$ cat src/verilog/loader_pkg.sv
// Image loader shared types, file kinds, index codes and memory map
`default_nettype none

package loader_pkg;

	// ==============================
	// Widths
	// ==============================
	typedef logic [7:0]  byte_t;
	typedef logic [15:0] word_t;
	typedef logic [24:0] mem_addr_t;
	typedef logic [24:0] stream_off_t;
	typedef logic [31:0] blk_len_t;

	// Kind of the image being downloaded
	typedef enum logic [2:0] {
		KIND_NONE = 3'd0,
		KIND_PRG  = 3'd1,
		KIND_CRT  = 3'd2,
		KIND_TAP  = 3'd3,
		KIND_REU  = 3'd4
	} file_kind_e;

	// Load sequencer states
	typedef enum logic [1:0] {
		SEQ_IDLE   = 2'd0,
		SEQ_STREAM = 2'd1,
		SEQ_INJECT = 2'd2
	} seq_state_e;

	// ==============================
	// Host index codes
	// ==============================
	localparam byte_t IDX_PRG     = 8'h01;
	localparam byte_t IDX_CRT     = 8'h41;
	localparam byte_t IDX_CRT_ALT = 8'h05;
	localparam byte_t IDX_TAP     = 8'hC1;
	localparam byte_t IDX_REU     = 8'h81;

	// Fixed load areas in system memory
	localparam mem_addr_t CRT_BASE = 25'h0100000;
	localparam mem_addr_t TAP_BASE = 25'h0200000;
	localparam mem_addr_t REU_BASE = 25'h1000000;

	// Cartridge layout
	localparam stream_off_t CHIP_AREA_OFF = 25'h40;
	localparam int          CHIP_HDR_LEN  = 16;

	// Page zero scan range for the BASIC pointer injection
	localparam int INJECT_LAST = 'hFF;

endpackage

`default_nettype wire

$ cat src/verilog/image_decode.sv
// Download front end: registers stream bytes, classifies the index, flags start and end
`default_nettype none
`timescale 1ns/1ps

module image_decode (
	input  logic                    clk_sys,
	input  logic                    RESET,
	input  logic                    dl_active_i,
	input  logic                    dl_wr_i,
	input  loader_pkg::byte_t       dl_index_i,
	input  loader_pkg::stream_off_t dl_addr_i,
	input  loader_pkg::byte_t       dl_data_i,
	output logic                    byte_stb_o,
	output loader_pkg::file_kind_e  kind_o,
	output loader_pkg::stream_off_t offset_o,
	output loader_pkg::byte_t       data_o,
	output logic                    dl_start_stb_o,
	output logic                    dl_end_stb_o
);
	import loader_pkg::*;

	logic       active_d;
	file_kind_e kind_dec;

	// Index code to file kind
	always_comb begin
		case (dl_index_i)
			IDX_PRG:              kind_dec = KIND_PRG;
			IDX_CRT, IDX_CRT_ALT: kind_dec = KIND_CRT;
			IDX_TAP:              kind_dec = KIND_TAP;
			IDX_REU:              kind_dec = KIND_REU;
			default:              kind_dec = KIND_NONE;
		endcase
	end

	always_ff @(posedge clk_sys) begin
		if (RESET) begin
			active_d       <= 1'b0;
			byte_stb_o     <= 1'b0;
			dl_start_stb_o <= 1'b0;
			dl_end_stb_o   <= 1'b0;
			kind_o         <= KIND_NONE;
		end else begin
			active_d       <= dl_active_i;
			byte_stb_o     <= dl_wr_i;
			dl_start_stb_o <= dl_active_i & ~active_d;
			dl_end_stb_o   <= ~dl_active_i & active_d;
			// Kind stays frozen after the download so the end strobe still carries it
			if (dl_active_i) begin
				kind_o <= kind_dec;
			end
		end
	end

	// Byte and its offset
	always_ff @(posedge clk_sys) begin
		if (dl_wr_i) begin
			offset_o <= dl_addr_i;
			data_o   <= dl_data_i;
		end
	end

endmodule

`default_nettype wire

$ cat src/verilog/crt_header_parser.sv
// Cartridge image parser for file header fields, chip packet headers and payload bytes
`default_nettype none
`timescale 1ns/1ps

module crt_header_parser (
	input  logic                    clk_sys,
	input  logic                    RESET,
	input  logic                    byte_stb_i,
	input  loader_pkg::file_kind_e  kind_i,
	input  loader_pkg::stream_off_t offset_i,
	input  loader_pkg::byte_t       data_i,
	output logic                    payload_stb_o,
	output logic                    chip_start_stb_o,
	output logic                    bank_wr_o,
	output loader_pkg::word_t       cart_id_o,
	output loader_pkg::byte_t       cart_exrom_o,
	output loader_pkg::byte_t       cart_game_o,
	output loader_pkg::byte_t       bank_type_o,
	output loader_pkg::word_t       bank_num_o,
	output loader_pkg::word_t       bank_laddr_o,
	output loader_pkg::word_t       bank_size_o
);
	import loader_pkg::*;

	// File header field offsets
	localparam stream_off_t OFF_ID_HI = 25'h16;
	localparam stream_off_t OFF_ID_LO = 25'h17;
	localparam stream_off_t OFF_EXROM = 25'h18;
	localparam stream_off_t OFF_GAME  = 25'h19;

	localparam logic [3:0] HDR_LAST = 4'(CHIP_HDR_LEN - 1);

	logic       crt_byte;
	logic       in_chips;
	logic       hdr_first;
	logic [3:0] hdr_cnt;
	blk_len_t   blk_len;

	assign crt_byte  = byte_stb_i && (kind_i == KIND_CRT);
	assign in_chips  = offset_i >= CHIP_AREA_OFF;
	// No header in progress and previous payload used up
	assign hdr_first = (blk_len == '0) && (hdr_cnt == '0);

	assign chip_start_stb_o = crt_byte && in_chips && hdr_first;
	assign payload_stb_o    = crt_byte && in_chips && !hdr_first && (hdr_cnt == '0);

	// ==============================
	// Packet tracking
	// ==============================
	always_ff @(posedge clk_sys) begin
		bank_wr_o <= 1'b0;
		if (RESET) begin
			hdr_cnt   <= '0;
			blk_len   <= '0;
			bank_wr_o <= 1'b0;
		end else if (crt_byte) begin
			if (offset_i == '0) begin
				hdr_cnt <= '0;
				blk_len <= '0;
			end else if (chip_start_stb_o) begin
				hdr_cnt <= 4'd1;
			end else if (in_chips && (hdr_cnt != '0)) begin
				// Wraps to zero after the last header byte
				hdr_cnt <= hdr_cnt + 4'd1;
				case (hdr_cnt)
					4'd4:     blk_len[31:24] <= data_i;
					4'd5:     blk_len[23:16] <= data_i;
					4'd6:     blk_len[15:8]  <= data_i;
					4'd7:     blk_len[7:0]   <= data_i;
					4'd8:     blk_len <= blk_len - blk_len_t'(CHIP_HDR_LEN);
					HDR_LAST: bank_wr_o <= 1'b1;
					default:  ;
				endcase
			end else if (payload_stb_o) begin
				blk_len <= blk_len - 1'b1;
			end
		end
	end

	// ==============================
	// Captured fields
	// ==============================
	always_ff @(posedge clk_sys) begin
		if (crt_byte) begin
			case (offset_i)
				OFF_ID_HI: cart_id_o[15:8] <= data_i;
				OFF_ID_LO: cart_id_o[7:0]  <= data_i;
				OFF_EXROM: cart_exrom_o    <= data_i;
				OFF_GAME:  cart_game_o     <= data_i;
				default:   ;
			endcase
			if (in_chips && (hdr_cnt != '0)) begin
				// Only the low byte of the 16-bit chip type is kept
				case (hdr_cnt)
					4'd9:  bank_type_o        <= data_i;
					4'd10: bank_num_o[15:8]   <= data_i;
					4'd11: bank_num_o[7:0]    <= data_i;
					4'd12: bank_laddr_o[15:8] <= data_i;
					4'd13: bank_laddr_o[7:0]  <= data_i;
					4'd14: bank_size_o[15:8]  <= data_i;
					4'd15: bank_size_o[7:0]   <= data_i;
					default: ;
				endcase
			end
		end
	end

	// Bank header writes stay within a cartridge download
	a_bank_wr_in_crt: assert property (@(posedge clk_sys) disable iff (RESET)
		bank_wr_o |-> (kind_i == KIND_CRT));

endmodule

`default_nettype wire

$ cat src/verilog/load_sequencer.sv
// Load sequencer: load address, per-byte write requests and BASIC pointer injection
`default_nettype none
`timescale 1ns/1ps

module load_sequencer #(
	parameter int ALIGN_BITS = 13
) (
	input  logic                    clk_sys,
	input  logic                    RESET,
	input  logic                    byte_stb_i,
	input  loader_pkg::file_kind_e  kind_i,
	input  loader_pkg::stream_off_t offset_i,
	input  loader_pkg::byte_t       data_i,
	input  logic                    dl_start_stb_i,
	input  logic                    dl_end_stb_i,
	input  logic                    payload_stb_i,
	input  logic                    chip_start_stb_i,
	input  logic                    pending_i,
	output logic                    req_stb_o,
	output loader_pkg::mem_addr_t   req_addr_o,
	output loader_pkg::byte_t       req_data_o,
	output logic                    busy_o,
	output logic                    inject_done_o
);
	import loader_pkg::*;

	localparam int AW = $bits(mem_addr_t);

	seq_state_e state_q;
	mem_addr_t  load_addr;
	mem_addr_t  start_base;
	mem_addr_t  addr_now;
	word_t      end_ptr;
	logic       start_ok;
	logic       streaming;
	logic       wr_byte;
	logic       inj_step;
	logic       inj_hit;
	byte_t      inj_data;

	always_comb begin
		case (kind_i)
			KIND_CRT: start_base = CRT_BASE;
			KIND_TAP: start_base = TAP_BASE;
			KIND_REU: start_base = REU_BASE;
			default:  start_base = '0;
		endcase
	end

	assign start_ok  = dl_start_stb_i && (state_q != SEQ_INJECT);
	assign streaming = (state_q == SEQ_STREAM) || start_ok;
	// Base takes effect at once if the first byte arrives with the start strobe
	assign addr_now  = start_ok ? start_base : load_addr;
	assign inj_step  = (state_q == SEQ_INJECT) && !pending_i && !req_stb_o;

	// Bytes that go to memory
	always_comb begin
		wr_byte = 1'b0;
		if (streaming && byte_stb_i) begin
			case (kind_i)
				KIND_PRG:           wr_byte = offset_i > stream_off_t'(1);
				KIND_CRT:           wr_byte = payload_stb_i;
				KIND_TAP, KIND_REU: wr_byte = 1'b1;
				default:            wr_byte = 1'b0;
			endcase
		end
	end

	// BASIC pointers as a LOAD would leave them
	always_comb begin
		inj_hit = 1'b1;
		case (load_addr[7:0])
			8'h2B:                      inj_data = 8'h01;
			8'h2C:                      inj_data = 8'h08;
			8'hAC, 8'hAD:               inj_data = 8'h00;
			8'h2D, 8'h2F, 8'h31, 8'hAE: inj_data = end_ptr[7:0];
			8'h2E, 8'h30, 8'h32, 8'hAF: inj_data = end_ptr[15:8];
			default: begin
				inj_hit  = 1'b0;
				inj_data = 8'h00;
			end
		endcase
	end

	// ==============================
	// Control
	// ==============================
	always_ff @(posedge clk_sys) begin
		req_stb_o     <= 1'b0;
		inject_done_o <= 1'b0;
		if (RESET) begin
			state_q   <= SEQ_IDLE;
			load_addr <= '0;
			end_ptr   <= '0;
		end else begin
			if (start_ok) begin
				state_q   <= SEQ_STREAM;
				load_addr <= start_base;
			end
			// PRG header holds the load address
			if (streaming && byte_stb_i && (kind_i == KIND_PRG)) begin
				if (offset_i == '0) begin
					load_addr <= mem_addr_t'(data_i);
					end_ptr   <= word_t'(data_i);
				end else if (offset_i == stream_off_t'(1)) begin
					load_addr[15:8] <= data_i;
					end_ptr[15:8]   <= data_i;
				end
			end
			// Chip payloads start on an alignment boundary
			if (streaming && chip_start_stb_i && (addr_now[ALIGN_BITS-1:0] != '0)) begin
				load_addr <= {addr_now[AW-1:ALIGN_BITS] + 1'b1, {ALIGN_BITS{1'b0}}};
			end
			if (wr_byte) begin
				req_stb_o <= 1'b1;
				load_addr <= addr_now + 1'b1;
				if (kind_i == KIND_PRG) begin
					end_ptr <= addr_now[15:0] + 16'd1;
				end
			end
			if ((state_q == SEQ_STREAM) && dl_end_stb_i) begin
				if (kind_i == KIND_PRG) begin
					state_q   <= SEQ_INJECT;
					load_addr <= '0;
				end else begin
					state_q <= SEQ_IDLE;
				end
			end
			// One page zero address per step, waits while a write is outstanding
			if (inj_step) begin
				if (load_addr > mem_addr_t'(INJECT_LAST)) begin
					state_q       <= SEQ_IDLE;
					inject_done_o <= 1'b1;
				end else begin
					load_addr <= load_addr + 1'b1;
					req_stb_o <= inj_hit;
				end
			end
		end
	end

	// Request address and data
	always_ff @(posedge clk_sys) begin
		if (wr_byte) begin
			req_addr_o <= addr_now;
			req_data_o <= data_i;
		end else if (inj_step && inj_hit) begin
			req_addr_o <= load_addr;
			req_data_o <= inj_data;
		end
	end

	assign busy_o = byte_stb_i | req_stb_o | pending_i | (state_q == SEQ_INJECT);

	// The write port holds a single entry
	a_no_req_when_pending: assert property (@(posedge clk_sys) disable iff (RESET)
		req_stb_o |-> !pending_i);

endmodule

`default_nettype wire

$ cat src/verilog/mem_write_port.sv
// Single-entry write buffer that issues into the next granted memory slot
`default_nettype none
`timescale 1ns/1ps

module mem_write_port (
	input  logic                  clk_sys,
	input  logic                  RESET,
	input  logic                  req_stb_i,
	input  loader_pkg::mem_addr_t req_addr_i,
	input  loader_pkg::byte_t     req_data_i,
	input  logic                  slot_i,
	output logic                  pending_o,
	output logic                  mem_we_o,
	output loader_pkg::mem_addr_t mem_addr_o,
	output loader_pkg::byte_t     mem_data_o
);

	// ==============================
	// Slot handshake
	// ==============================
	always_ff @(posedge clk_sys) begin
		if (RESET) begin
			pending_o <= 1'b0;
			mem_we_o  <= 1'b0;
		end else begin
			mem_we_o <= slot_i & pending_o;
			if (slot_i && pending_o) begin
				pending_o <= 1'b0;
			end
			if (req_stb_i) begin
				pending_o <= 1'b1;
			end
		end
	end

	// Address and data hold until the next request
	always_ff @(posedge clk_sys) begin
		if (req_stb_i) begin
			mem_addr_o <= req_addr_i;
			mem_data_o <= req_data_i;
		end
	end

	// A pending write is never overwritten by a new request
	a_no_overwrite: assert property (@(posedge clk_sys) disable iff (RESET)
		req_stb_i |-> !pending_o);

endmodule

`default_nettype wire

$ cat src/verilog/image_loader_top.sv
// Image loader top level: decode, cartridge parse, load sequencing and memory write
`default_nettype none
`timescale 1ns/1ps

module image_loader_top #(
	parameter int ALIGN_BITS = 13
) (
	input  logic                    clk_sys,
	input  logic                    RESET,
	// Host stream
	input  logic                    dl_active_i,
	input  loader_pkg::byte_t       dl_index_i,
	input  logic                    dl_wr_i,
	input  loader_pkg::stream_off_t dl_addr_i,
	input  loader_pkg::byte_t       dl_data_i,
	output logic                    busy_o,
	// Memory slot and write
	input  logic                    slot_i,
	output logic                    mem_we_o,
	output loader_pkg::mem_addr_t   mem_addr_o,
	output loader_pkg::byte_t       mem_data_o,
	output logic                    inject_done_o,
	// Cartridge and bank info
	output loader_pkg::word_t       cart_id_o,
	output loader_pkg::byte_t       cart_exrom_o,
	output loader_pkg::byte_t       cart_game_o,
	output logic                    bank_wr_o,
	output loader_pkg::byte_t       bank_type_o,
	output loader_pkg::word_t       bank_num_o,
	output loader_pkg::word_t       bank_laddr_o,
	output loader_pkg::word_t       bank_size_o
);
	import loader_pkg::*;

	logic        byte_stb;
	file_kind_e  kind;
	stream_off_t offset;
	byte_t       data;
	logic        dl_start_stb;
	logic        dl_end_stb;
	logic        payload_stb;
	logic        chip_start_stb;
	logic        req_stb;
	mem_addr_t   req_addr;
	byte_t       req_data;
	logic        pending;

	// ==============================
	// Decode
	// ==============================
	image_decode u_image_decode (
		.clk_sys        (clk_sys),
		.RESET          (RESET),
		.dl_active_i    (dl_active_i),
		.dl_wr_i        (dl_wr_i),
		.dl_index_i     (dl_index_i),
		.dl_addr_i      (dl_addr_i),
		.dl_data_i      (dl_data_i),
		.byte_stb_o     (byte_stb),
		.kind_o         (kind),
		.offset_o       (offset),
		.data_o         (data),
		.dl_start_stb_o (dl_start_stb),
		.dl_end_stb_o   (dl_end_stb)
	);

	// ==============================
	// Execute
	// ==============================
	crt_header_parser u_crt_header_parser (
		.clk_sys          (clk_sys),
		.RESET            (RESET),
		.byte_stb_i       (byte_stb),
		.kind_i           (kind),
		.offset_i         (offset),
		.data_i           (data),
		.payload_stb_o    (payload_stb),
		.chip_start_stb_o (chip_start_stb),
		.bank_wr_o        (bank_wr_o),
		.cart_id_o        (cart_id_o),
		.cart_exrom_o     (cart_exrom_o),
		.cart_game_o      (cart_game_o),
		.bank_type_o      (bank_type_o),
		.bank_num_o       (bank_num_o),
		.bank_laddr_o     (bank_laddr_o),
		.bank_size_o      (bank_size_o)
	);

	load_sequencer #(
		.ALIGN_BITS (ALIGN_BITS)
	) u_load_sequencer (
		.clk_sys          (clk_sys),
		.RESET            (RESET),
		.byte_stb_i       (byte_stb),
		.kind_i           (kind),
		.offset_i         (offset),
		.data_i           (data),
		.dl_start_stb_i   (dl_start_stb),
		.dl_end_stb_i     (dl_end_stb),
		.payload_stb_i    (payload_stb),
		.chip_start_stb_i (chip_start_stb),
		.pending_i        (pending),
		.req_stb_o        (req_stb),
		.req_addr_o       (req_addr),
		.req_data_o       (req_data),
		.busy_o           (busy_o),
		.inject_done_o    (inject_done_o)
	);

	// ==============================
	// Result
	// ==============================
	mem_write_port u_mem_write_port (
		.clk_sys    (clk_sys),
		.RESET      (RESET),
		.req_stb_i  (req_stb),
		.req_addr_i (req_addr),
		.req_data_i (req_data),
		.slot_i     (slot_i),
		.pending_o  (pending),
		.mem_we_o   (mem_we_o),
		.mem_addr_o (mem_addr_o),
		.mem_data_o (mem_data_o)
	);

endmodule

`default_nettype wire

$ cat config.mk
export PLATFORM = sky130hd
export DESIGN_NAME = image_loader_top
export DESIGN_NICKNAME = d
export VERILOG_FILES = /design/src/verilog/loader_pkg.sv /design/src/verilog/image_decode.sv /design/src/verilog/crt_header_parser.sv /design/src/verilog/load_sequencer.sv /design/src/verilog/mem_write_port.sv /design/src/verilog/image_loader_top.sv
export SDC_FILE = /design/constraint.sdc
export NUM_CORES = 1
export LEC_CHECK = 0
export BUFFER_PORTS_ARGS = -buffer_cell sky130_fd_sc_hd__buf_4
export CORE_MARGIN = 5
export CORE_UTILIZATION = 29
export DETAILED_ROUTE_END_ITERATION = 16
export GPL_ROUTABILITY_DRIVEN = 0
export HOLD_SLACK_MARGIN = 0.12
export PLACE_DENSITY = 0.48
export SLEW_MARGIN = 20
export SYNTH_ARGS = -nofsm -noshare
export SYNTH_HDL_FRONTEND = slang
export SYNTH_SLANG_ARGS = --single-unit
export TNS_END_PERCENT = 50
$ cat constraint.sdc
create_clock -name clk_sys -period 4.5 [get_ports clk_sys]
set_input_delay 0.225 -clock clk_sys [delete_from_list [all_inputs] [get_ports clk_sys]]
set_output_delay 0.225 -clock clk_sys [all_outputs]
set_load 0.02 [all_outputs]
==> results of run 1 <==
==> cell type report <==
class	instances	area, um^2
Clock inverter	19	250.2
Timing Repair Buffer	238	1884
Fill cell	4386	27600
Tap cell	592	740.7
Clock buffer	42	922.1
Sequential cell	278	7438
Inverter	34	127.6
Multi-Input combinational cell	819	4967
==> kinds of logic (layout without fill, tap and decap cells) <==
family                     count (synthesis)  after routing  share of synthesized area [%]
muxes                                     17             17                          1.379
and+or+nand+nor                          471            471                          19.33
xor gates and xnor gates                  28             28                          1.917
AOI/OAI and AO/OA                        288            288                          14.70
adders and majority gates                 15             15                          1.467
DFF                                      278            278                          58.13
buffers and inverters                     96            333                          3.081
==> what timing repair did <==
item	CTS	global route
hold buffers	39	0
resized for setup	0	0
hold endpoints to repair	40	0
setup endpoints to repair	0	0
buffers inserted	0	0
==> power breakdown <==
part	leakage, uW	switching (uW)	internal (uW)
sequential	0.00247	24.2	2750
combinational	0.00301	101	67.7
clock	0.000577	1080	1800
==> critical path: cells and delay by family, from the launching register on <==
kind	cells	cell delay, ns
AOI/OAI and AO/OA	3	1.08
and+or+nand+nor	4	1.91
DFF	1	0.37
==> metrics by stage <==
stage | total power, uW | cells | util (%)
global placement | 2968 | 1922 | 33.62
CTS | 5914 | 2022 | 37.17
global route | 6021 | 2022 | 37.17
detailed placement | 2970 | 1922 | 33.62
finish | 5828 | 2022 | 37.17
floorplan | 2868 | 1193 | -
==> cells in the final DEF (no fill, tap or decap), types with 35 or more instances in the layout <==
master         synthesis  routed
nor2_1               122     120
edfxtp_1             187     187
clkbuf_16              0      35
nor3_1                36      36
dfxtp_1               91      90
buf_4                  1     199
a21oi_1               92      92
o21ai_0               47      47
nand3_1               52      52
dlygate4sd3_1          0      39
nand2_1              101     101
==> worst paths after layout <==
path | slack [ns] | cells after the start | to
setup / recovery | 1.02 | 7 | u_load_sequencer.end_ptr[7]$_SDFF_PP0_
hold / removal | 0.16 | 5 | u_image_decode.kind_o[2]$_SDFFE_PP0P_
setup reg to reg | 1.02 | 7 | u_load_sequencer.end_ptr[7]$_SDFF_PP0_
hold reg to reg | 0.42 | 0 | u_mem_write_port.mem_addr_o[3]$_DFFE_PP_
==> state kept, by name, indices dropped and copies added (netlist names), 16 cells and up <==
name and cells:
u_crt_header_parser.bank_num_o 16, u_crt_header_parser.cart_id_o 16, u_mem_write_port.mem_addr_o 25, u_crt_header_parser.blk_len 32
u_load_sequencer.req_addr_o 25, u_crt_header_parser.bank_size_o 16, u_crt_header_parser.bank_laddr_o 16, u_image_decode.offset_o 25
u_load_sequencer.end_ptr 16, u_load_sequencer.load_addr 25
==> layer usage <==
| layer | global-route usage [%] | vias up |
|---|---|---|
| met1 | 21.33 | 5177 |
| met4 | 4.618 | 0 |
| met5 | 0 | - |
| met2 | 28.81 | 290 |
| li1 | - | 4936 |
| met3 | 2.363 | 61 |
==> results.txt, run 1 <==
The worst hold slack across all endpoints came out at 0.1557 ns. The insertion delay of the later-clocked pin in the worst-skew pair is 0.53 ns. The HPWL after detailed placement is around 29000 um. The worst-case clock skew is between 0.02 and 0.025 ns. The number of enable-type register cells in the synthesized netlist came out at 187. The area inside the core boundary came out at 43930 um^2.

The critical path in this run is classified as reg -> reg. For this run, the leading register cell type out of synthesis is edfxtp_1. The synthesized area is 12790 um^2. The number of warnings issued by yosys is 0.

The uppermost layer routed is met4. Yosys attributes the largest share of cell area to edfxtp_1, dfxtp_1, a21oi_1. With fillers left out, the area of the finished cells amounts to roughly 16000 um^2.

The clock sink count is around 280. The synthesized area per cell came out at about 11 um^2. The number of endpoints failing setup at the final stage came out at 0. The detailed router placed around 10000 vias in this run. The first routing iteration left approximately 770 violations. STA classifies the critical path startpoint as a register. Once the floorplan was initialized, standard cells occupied between 20% and 30% of the core. Setup repair after global routing left no endpoint under its margin.

The residual antenna-violating net count after detailed routing is 0. The maximum clock frequency is around 290 MHz. The overall die area came out at 48420 um^2.

The first-pass GRT wire length is 62290 um. The number of distinct library cells after synthesis is 81. The max capacitance violation total is 0. The deepest clock path buffer count is 3. The worst path setup slack after routing is roughly 1 ns. Entering global routing, the biggest net connects between 70 and 80 pins.

The CTS root buffer is clkbuf_16. The aggregate global-route resource usage is approximately 16%. The worst setup path is captured at a register.

The total detailed-routing wirelength is just over 40000 um. The worst slew margin relative to its limit came out at between 30% and 40%. The transition at the pin with the smallest max-transition slack came out at a little over 1 ns. The required time of the critical path came out at 4.91 ns. The stage delay of the slowest cell on the critical path came out at 0.74 ns.

The top fanout value on the critical path is 21. The share of the clock period used by the worst path after layout is between 70 and 80%. Summing all placed instances gives a cell area of between 10000 and 15000 um^2. The launching instance or port of the critical path is u_image_decode.offset_o[14]$_DFFE_PP_. The sequential-to-total area share from yosys stat came out at roughly three fifths.

Traced cell by cell, the critical path runs through nor4_1, nand3_1, o311ai_0, o211a_1, nand2b_1, nor2_1, a311oi_1. The synthesized design spends more area on one cell type than any other, namely edfxtp_1. The top-level port count came out at 171.

The worst reg2reg path startpoint is u_image_decode.offset_o[14]$_DFFE_PP_. The post-route setup TNS is 0 ns. The final count of hold timing violations is 0. The leakage power figure is between 0.006 and 0.007 uW. The path class of the tightest hold or removal check is in -> reg.

After synthesis, the most frequently instantiated cells are edfxtp_1, nor2_1, nand2_1. The number of nets handed over by synthesis was roughly 1300. The die is roughly 220 um tall. The detailed-route wire length per cell is about 20 um. The area growth from synthesis to layout is 27.65%. The data arrival time at the worst-slack endpoint is 3.90 ns.

The slowest stage of the critical path is the nor4_1 cell. In this run the most critical hold path is launched from dl_index_i[2]. The peak supply drop is around 0.30 mV.

The total number of nets in the final design came out at ~1500. The number of antenna repair diodes came out at 0. The total count of max-transition violations in the final report is 0. Buffers placed on the I/O ports in this run total between 150 and 200.

The area fraction of the dominant cell type after synthesis came out at 43.89%. The overall die width is around 220 um. Summed over all nets, wire length on met2 after detailed routing comes to slightly above 20000 um. The final critical-path required period came out at 3.484 ns. In this run, CTS created clock tree buffers numbering 34. The average via count per standard cell is a little over 5. The initial antenna violation count came out at 0. Row generation in the floorplan step produced just under 80 rows. Counting flops and latches in the post-synthesis netlist gives about 280. The most common cell in the synthesized netlist is edfxtp_1. The total power density per cell area came out at between 300 and 400 nW/um^2. The register clock-pin slew on the reported worst setup and hold paths came out at approximately 0.06 ns. The number of global-route vias before repair is 10337. The total congestion overflow is 0. In the detailed route, the total length drawn on met3 is about 1900 um. After detailed routing, the number of remaining DRC violations is 0.

The first TritonRoute pass finished after 5 iterations. The run finished with clean final reports. The maximum level of the CTS H-tree is 2. The fraction of registers with async set or reset after synthesis is 0%.

The total routed wire length on the met1 layer is 17480 um. TritonCTS built the clock tree. The number of standard cells after synthesis is 1193. Prior to clock tree synthesis, the placed netlist has a worst setup slack of about 1.1 ns. The layout cell share with drive strength beyond 1 is 19.86%.
Power figures use the tool's default switching activity.
==> run 2, diff against run 1 <==
--- a/config.mk
+++ b/config.mk
@@ -11,7 +11,7 @@
 export DETAILED_ROUTE_END_ITERATION = 16
 export GPL_ROUTABILITY_DRIVEN = 0
 export HOLD_SLACK_MARGIN = 0.12
-export PLACE_DENSITY = 0.48
+export PLACE_DENSITY = 0.49
 export SLEW_MARGIN = 20
 export SYNTH_ARGS = -nofsm -noshare
 export SYNTH_HDL_FRONTEND = slang
==> constraint.sdc (replaced) <==
create_clock -name clk_sys -period 2.86 [get_ports clk_sys]
set_input_delay 0.143 -clock clk_sys [delete_from_list [all_inputs] [get_ports clk_sys]]
set_output_delay 0.143 -clock clk_sys [all_outputs]
set_load 0.02 [all_outputs]
==> results.txt, run 2 (synthesized netlist as in run 1, its figures left out) <==
The area growth from synthesis to layout is 34.01%. The count of fill cells added during filler insertion came out at between 4000 and 5000. The worst-case clock skew is about 0.012 ns. The first-pass detailed-route iteration total came out at 6.

The combinational power share is 3.4%. The total count of max-transition violations in the final report came to 0. The deepest clock path buffer count came out at 3. The pin count of the biggest net entering global routing is between 50 and 60. The critical path launch point type is a register. The overall die width came out at around 220 um.

For this design the ratio of total power to cell area is between 500 and 600 nW/um^2. The switching part of the total power came out at 21.31%. In this run the clock root is driven by a clkbuf_16. The top cell types in the final layout, fill and taps aside, are buf_4, edfxtp_1, nor2_1, nand2_1, a21oi_1. The layout cell share with drive strength beyond 1 is between 20% and 30%.

In the routed design, unresolved DRC markers number 0. The top fanout value on the critical path came out at 6. After routing, the total negative slack on setup checks comes to 0 ns. The number of vias after detailed routing came out at 10859. The area inside the core boundary came out at around 44000 um^2. The initial antenna violation count came out at 0.

The number of global-route vias before repair came out at ~11000. The flip-flop count of the largest register, all copies and words added came out at 32. In this run the worst hold path is classified as in -> reg. The critical path goes through nand2b_4, nand2_2, nand2_1, inv_1, ha_1, nand3_2, nor4_4, nand4_1, buf_4, o32a_1, or3_1, a211oi_2.

The average via count per standard cell is between 5 and 6. The post-route non-filler standard cell count came out at between 2000 and 2500. The endpoint class of the critical path is a register. The register clock-pin slew on the reported worst setup and hold paths came out at ~0.070 ns. In this design, the largest share of critical-path delay is due to simple AND/OR/NAND/NOR gates. The insertion delay of the later-clocked pin in the worst-skew pair came out at approximately 0.57 ns. The number of buffer and inverter instances along the worst setup path came out at 2.

The detail route stage leaves a number of antenna-violating nets equal to 0. The total placed cells including tap cells came out at around 2000. The top-level port count came out at 171. TritonCTS created 30 clock buffers. Measured against its own limit, the worst slew margin works out to 38.00%.

The setup path with the least slack is of type reg -> reg. Data on the critical path arrives at its endpoint at about 3.2 ns. After detailed routing, the average wire length per cell comes to about 20 um.

The number of endpoints failing setup at the final stage came out at 0. The maximum clock frequency is 366.8 MHz. The number of DRC violations after detailed-routing iteration 0 is about 810. The total number of nets in the final design is ~1600.

Per report_power, the sequential group accounts for 50.7% of the total. The cell at the slowest stage of the critical path is dfxtp_1. The tool flagged a number of max-cap violations equal to 0. Global routing used about 17% of the available tracks. In the final layout, the multi-input gates occupy around 5100 um^2. For this design the static power due to leakage is around 0.0065 uW. The first-pass GRT wire length came out at between 60000 and 70000 um. The peak supply drop is ~0.36 mV. The total detailed-routing wirelength came out at around 43000 um.

The area occupied by registers is ~7400 um^2. The floorplan has 77 rows. More flip-flops sit in one register than any other, and that register is u_crt_header_parser.blk_len. The height of the die is ~220 um. The HPWL after detailed placement came out at around 31000 um.

The smallest clock period supported by the final layout is computed as around 2.7 ns. The final count of hold timing violations is 0. Cell internal power was estimated by the tool at approximately 6800 uW. The required time of the critical path came out at 3.36 ns.

The stage delay of the slowest cell on the critical path came out at around 0.35 ns. The number of input and output port buffers inserted came out at 170. In this run the number of H-tree levels came out at 1. The total congestion overflow came out at 0. The run finished with clean final reports. Summed over all nets, the switching power comes to around 1800 uW. The clock sink count is 278. TritonCTS built the clock tree. At the pin with the least slew margin, the transition time is around 0.92 ns.

Leaving out fill and tap cells, the most frequent cell in the layout is buf_4. The share of the clock period used by the worst path after layout is a little over nine tenths. The part of the total power dissipated in the clock network is ~46%. The effective utilization at floorplan is a little under 30%. The overall die area came out at roughly 48000 um^2. The number of antenna repair diodes came out at 0.
## run 2: cell count changes in the layout (fill, tap and decap cells not counted), moves of 3 or more
cell / delta
buf_4: +91
buf_12: +6
dlygate4sd3_1: +5
nor4_1: -5
clkbuf_16: -4
nor4_4: +4
inv_6: -3
nand2_1: -3
## run 2: path summary, 6_finish.rpt
path	cells past startpoint	slack, ns	start	to
max	12	0.13	u_load_sequencer.state_q[0]$_SDFF_PP0_	u_load_sequencer.load_addr[18]$_SDFF_PP0_
min	2	0.29	dl_addr_i[17]	u_image_decode.offset_o[17]$_DFFE_PP_
max reg2reg	12	0.13	u_load_sequencer.state_q[0]$_SDFF_PP0_	u_load_sequencer.load_addr[18]$_SDFF_PP0_
min reg2reg	1	0.41	u_image_decode.active_d$_SDFF_PP0_	u_image_decode.dl_start_stb_o$_SDFF_PP0_
## run 2: timing repair
| action | CTS | global route |
|---|---|---|
| setup buffers | 1 | 4 |
| resized for setup | 4 | 20 |
| pin swaps | 1 | 7 |
| hold buffers | 44 | 0 |
| hold endpoints to repair | 89 | 0 |
| setup endpoints to repair | 59 | 104 |
## run 2: power by group through the flow
stage	logic [uW]	clock network (uW)	registers, uW
floorplan	67.0	0	4450
global placement	241	0	4440
detailed placement	242	0	4440
CTS	292	4030	4360
global route	313	4210	4360
finish	294	3950	4360
## run 2: layout make-up
class | instances | share of cell area, %
clock inverters | 17 | 1.065
flip-flops and latches | 278 | 43.38
multi-input cells | 819 | 29.86
inverters | 34 | 0.7444
clock buffers | 37 | 4.656
well taps | 592 | 4.320
repair buffers | 340 | 15.97
## run 2: layer usage
metal | track usage, % | vias up | routed length, um
li1 | - | 5109 | -
met1 | 22.97 | 5318 | 18460
met2 | 30.41 | 358 | 21740
met3 | 2.226 | 74 | 2043
met4 | 3.765 | 0 | 876
met5 | 0 | - | 0
## run 2: metrics by stage
| stage | utilization, % | setup WS (ns) | hold slack (ns) | power, uW | area [um^2] |
|---|---|---|---|---|---|
| 6_report | 39.03 | 0.1338 | 0.2943 | 8601 | 17150 |
| 5_1_grt | 39.03 | -0.01767 | 0.2772 | 8881 | 17150 |
| 4_1_cts | 38.72 | 0.002120 | 0.2638 | 8680 | 17010 |
| 3_5_place_dp | 35.40 | -0.04889 | 0.3225 | 4682 | 15550 |
| 3_3_place_gp | 35.40 | 0.001589 | 0.3217 | 4679 | 15550 |
| 2_1_floorplan | - | -0.006375 | 0.2191 | 4514 | 12820 |
==> run 3, diff against run 2 <==
--- a/config.mk
+++ b/config.mk
@@ -11,7 +11,7 @@
 export DETAILED_ROUTE_END_ITERATION = 16
 export GPL_ROUTABILITY_DRIVEN = 0
 export HOLD_SLACK_MARGIN = 0.12
-export PLACE_DENSITY = 0.49
+export PLACE_DENSITY = 0.48
 export SLEW_MARGIN = 20
 export SYNTH_ARGS = -nofsm -noshare
 export SYNTH_HDL_FRONTEND = slang
==> constraint.sdc (replaced) <==
create_clock -name clk_sys -period 3.15 [get_ports clk_sys]
set_input_delay 0.1575 -clock clk_sys [delete_from_list [all_inputs] [get_ports clk_sys]]
set_output_delay 0.1575 -clock clk_sys [all_outputs]
set_load 0.02 [all_outputs]
==> results.txt, run 3 (synthesized netlist as in run 1, its figures left out) <==
The flow ran to the end, and the final reports show no timing, DRC or antenna violations. The effective utilization at floorplan is around 29%. The number of global-route vias before repair came out at about 11000. The required time of the critical path came out at about 3.6 ns. The footprint of the multi-input gates is 5006 um^2.

Summing over every cut layer, the via total after detailed routing is 10607. The transition at the pin with the smallest max-transition slack came out at between 1 and 1.5 ns. The worst-case clock skew came out at 0.01756 ns. For this design the static power due to leakage is 0.006338 uW. The startpoint identified for the worst hold timing path is dl_index_i[2]. On the critical path the largest part of the delay comes from simple AND/OR/NAND/NOR gates. On the worst path, the slowest cell contributes a delay of about 0.90 ns. TritonCTS built the clock tree. The startpoint identified for the worst register-to-register timing path is u_load_sequencer.load_addr[0]$_SDFF_PP0_. The post-route setup TNS came out at 0 ns. The average via count per standard cell is between 5 and 6. The HPWL after detailed placement is ~30000 um. In this run the count of I/O pins placed on the die edge is ~170. The overall die area came out at about 48000 um^2. The detailed-route wire length per cell came out at just over 20 um. The aggregate global-route resource usage is 17.08%. The number of rows created at floorplan is 77. The number of buffer and inverter instances along the worst setup path came out at 1. Ranked by flip-flop count, first place goes to u_crt_header_parser.blk_len.

The peak supply drop is slightly below 0.4 mV. The total congestion overflow came out at 0. The most critical setup path has its startpoint at u_load_sequencer.load_addr[0]$_SDFF_PP0_. The total count of max-transition violations in the final report came out at 0. The critical path launch point type is a register.

Across the run, the number of max-cap violations was 0. Setup repair after global routing left no endpoint under its margin. The maximum level of the CTS H-tree came out at 2. Clock tree synthesis inserted a total of 35 buffers. The clock period could shrink to 2.934 ns. The count of nets left with antenna violations once routing finished came out at 0. The maximum clock frequency is about 340 MHz.

Measured along the x axis, the die boundary spans approximately 220 um. Traced cell by cell, the critical path runs through ha_1, and3_1, a211oi_1, nor3_1, buf_4, nor3b_1, a31oi_1, o22ai_1. In this run the tightest slew margin relative to its limit is 24.87%. The core region is about 44000 um^2. CTS saw between 200 and 300 sinks. The setup path with the least slack is of type reg -> reg. The height of the die came out at 220.0 um.

The setup fix buffers added after clock tree synthesis is 0. The number of input and output port buffers inserted is 170. The top fanout value on the critical path came out at 8. The cell at the slowest stage of the critical path is nor3b_1. The pin count of the biggest net entering global routing came out at slightly above 50.

The count of fill cells added during filler insertion is 4365. Power comes to slightly above 8000 uW. The first-pass detailed-route iteration total is 7.

The data arrival time at the worst-slack endpoint is approximately 3.4 ns. The total number of nets in the final design is approximately 1500. For this run, design rule violations remaining after detail routing come to 0. The commonest non-fill, non-tap cell in the layout is buf_4. The CTS root buffer is clkbuf_16. The insertion delay of the later-clocked pin in the worst-skew pair came out at between 0.5 and 0.6 ns.

The deepest clock path buffer count came out at 3. The register clock-pin slew on the reported worst setup and hold paths is ~0.06 ns. The final count of hold timing violations is 0. The number of endpoints failing setup at the final stage came out at 0. The register with the most flip-flops in the layout has 32 of them. The worst setup path is captured at a register. The worst hold path belongs to the class in -> reg.

Wires add up to between 40000 and 50000 um. The number of DRC violations after detailed-routing iteration 0 came out at approximately 760. The synthesis-to-layout area growth is 31.16%. The layout cell share with drive strength beyond 1 is ~23%. The share of the clock period used by the worst path after layout is roughly 93%. The initial antenna violation count came to 0. Cells fill a little under two fifths of the core in the end. The first global-routing pass estimated between 60000 and 70000 um of wire. Leaving out fill and tap cells, the most frequent cells in the layout are buf_4, edfxtp_1, nor2_1, nand2_1, a21oi_1. The area occupied by registers is roughly 7400 um^2. 0 antenna diodes ended up in the layout. Power spread over the standard cell area amounts to 484.4 nW/um^2.
## run 3: cell count changes in the layout (fill, tap and decap cells not counted), sizes merged
cell         previous run  this run
clkinv                 12        13
dlygate4sd3            44        45
clkbuf                 37        46
inv                    34        35
buf                   296       253
bufinv                  4         2
## run 3: cell type report
| type | count | area share [%] |
|---|---|---|
| inverters | 34 | 0.7606 |
| well taps | 592 | 4.414 |
| multi-input cells | 819 | 29.83 |
| repair buffers | 298 | 14.00 |
| clock inverters | 17 | 0.8873 |
| clock buffers | 46 | 5.771 |
| flip-flops and latches | 278 | 44.33 |
## run 3: stage by stage
| stage | setup WS [ns] | hold WS, ns | cell area, um^2 | cells |
|---|---|---|---|---|
| after floorplan | -0.03539 | 0.2336 | 12800 | 1193 |
| after global placement | 0.2488 | 0.3355 | 15180 | 1976 |
| after detailed placement | 0.1921 | 0.3370 | 15180 | 1976 |
| after CTS | 0.1764 | 0.1310 | 16750 | 2084 |
| after global routing | 0.04270 | 0.1751 | 16780 | 2084 |
| final | 0.2165 | 0.1459 | 16780 | 2084 |
## run 3: repair_timing
item | 4_1_cts | 5_1_grt
endpoints found under the hold margin | 86 | 0
setup endpoints to repair | 0 | 15
hold buffers | 45 | 0
resized for setup | 0 | 4
## run 3: path summary, 6_finish.rpt
| kind | endpoint | slack, ns | cells past startpoint |
|---|---|---|---|
| min reg2reg | u_image_decode.dl_start_stb_o$_SDFF_PP0_ | 0.40 | 1 |
| max | u_load_sequencer.load_addr[3]$_SDFF_PP0_ | 0.22 | 8 |
| max reg2reg | u_load_sequencer.load_addr[3]$_SDFF_PP0_ | 0.22 | 8 |
| min | u_image_decode.kind_o[1]$_SDFFE_PP0P_ | 0.15 | 5 |
## run 3: worst reg2reg max path: stages (launching register included)
cell      delay [ns]
dfxtp_1         0.45
ha_1            0.33
and3_1          0.27
a211oi_1        0.12
nor3_1          0.15
buf_4           0.16
nor3b_1         0.90
a31oi_1         0.23
o22ai_1         0.24
## run 3: power by group
group | switching [uW] | internal, uW | leakage, uW | total [uW]
clock network | 1570 | 2340 | 0.000546 | 3910
registers | 29.6 | 3930 | 0.00247 | 3960
logic | 155 | 108 | 0.00332 | 263
total | 1760 | 6370 | 0.00634 | 8130
## run 3: per-layer routing
metal  vias to the layer above  global-route usage [%]  wire (um)
met4                         0                   5.825       1237
met2                       304                   29.58      20830
met5                         -                       0          0
li1                       5047                       -          -
met1                      5181                   21.65      18030
met3                        75                   2.830       1934
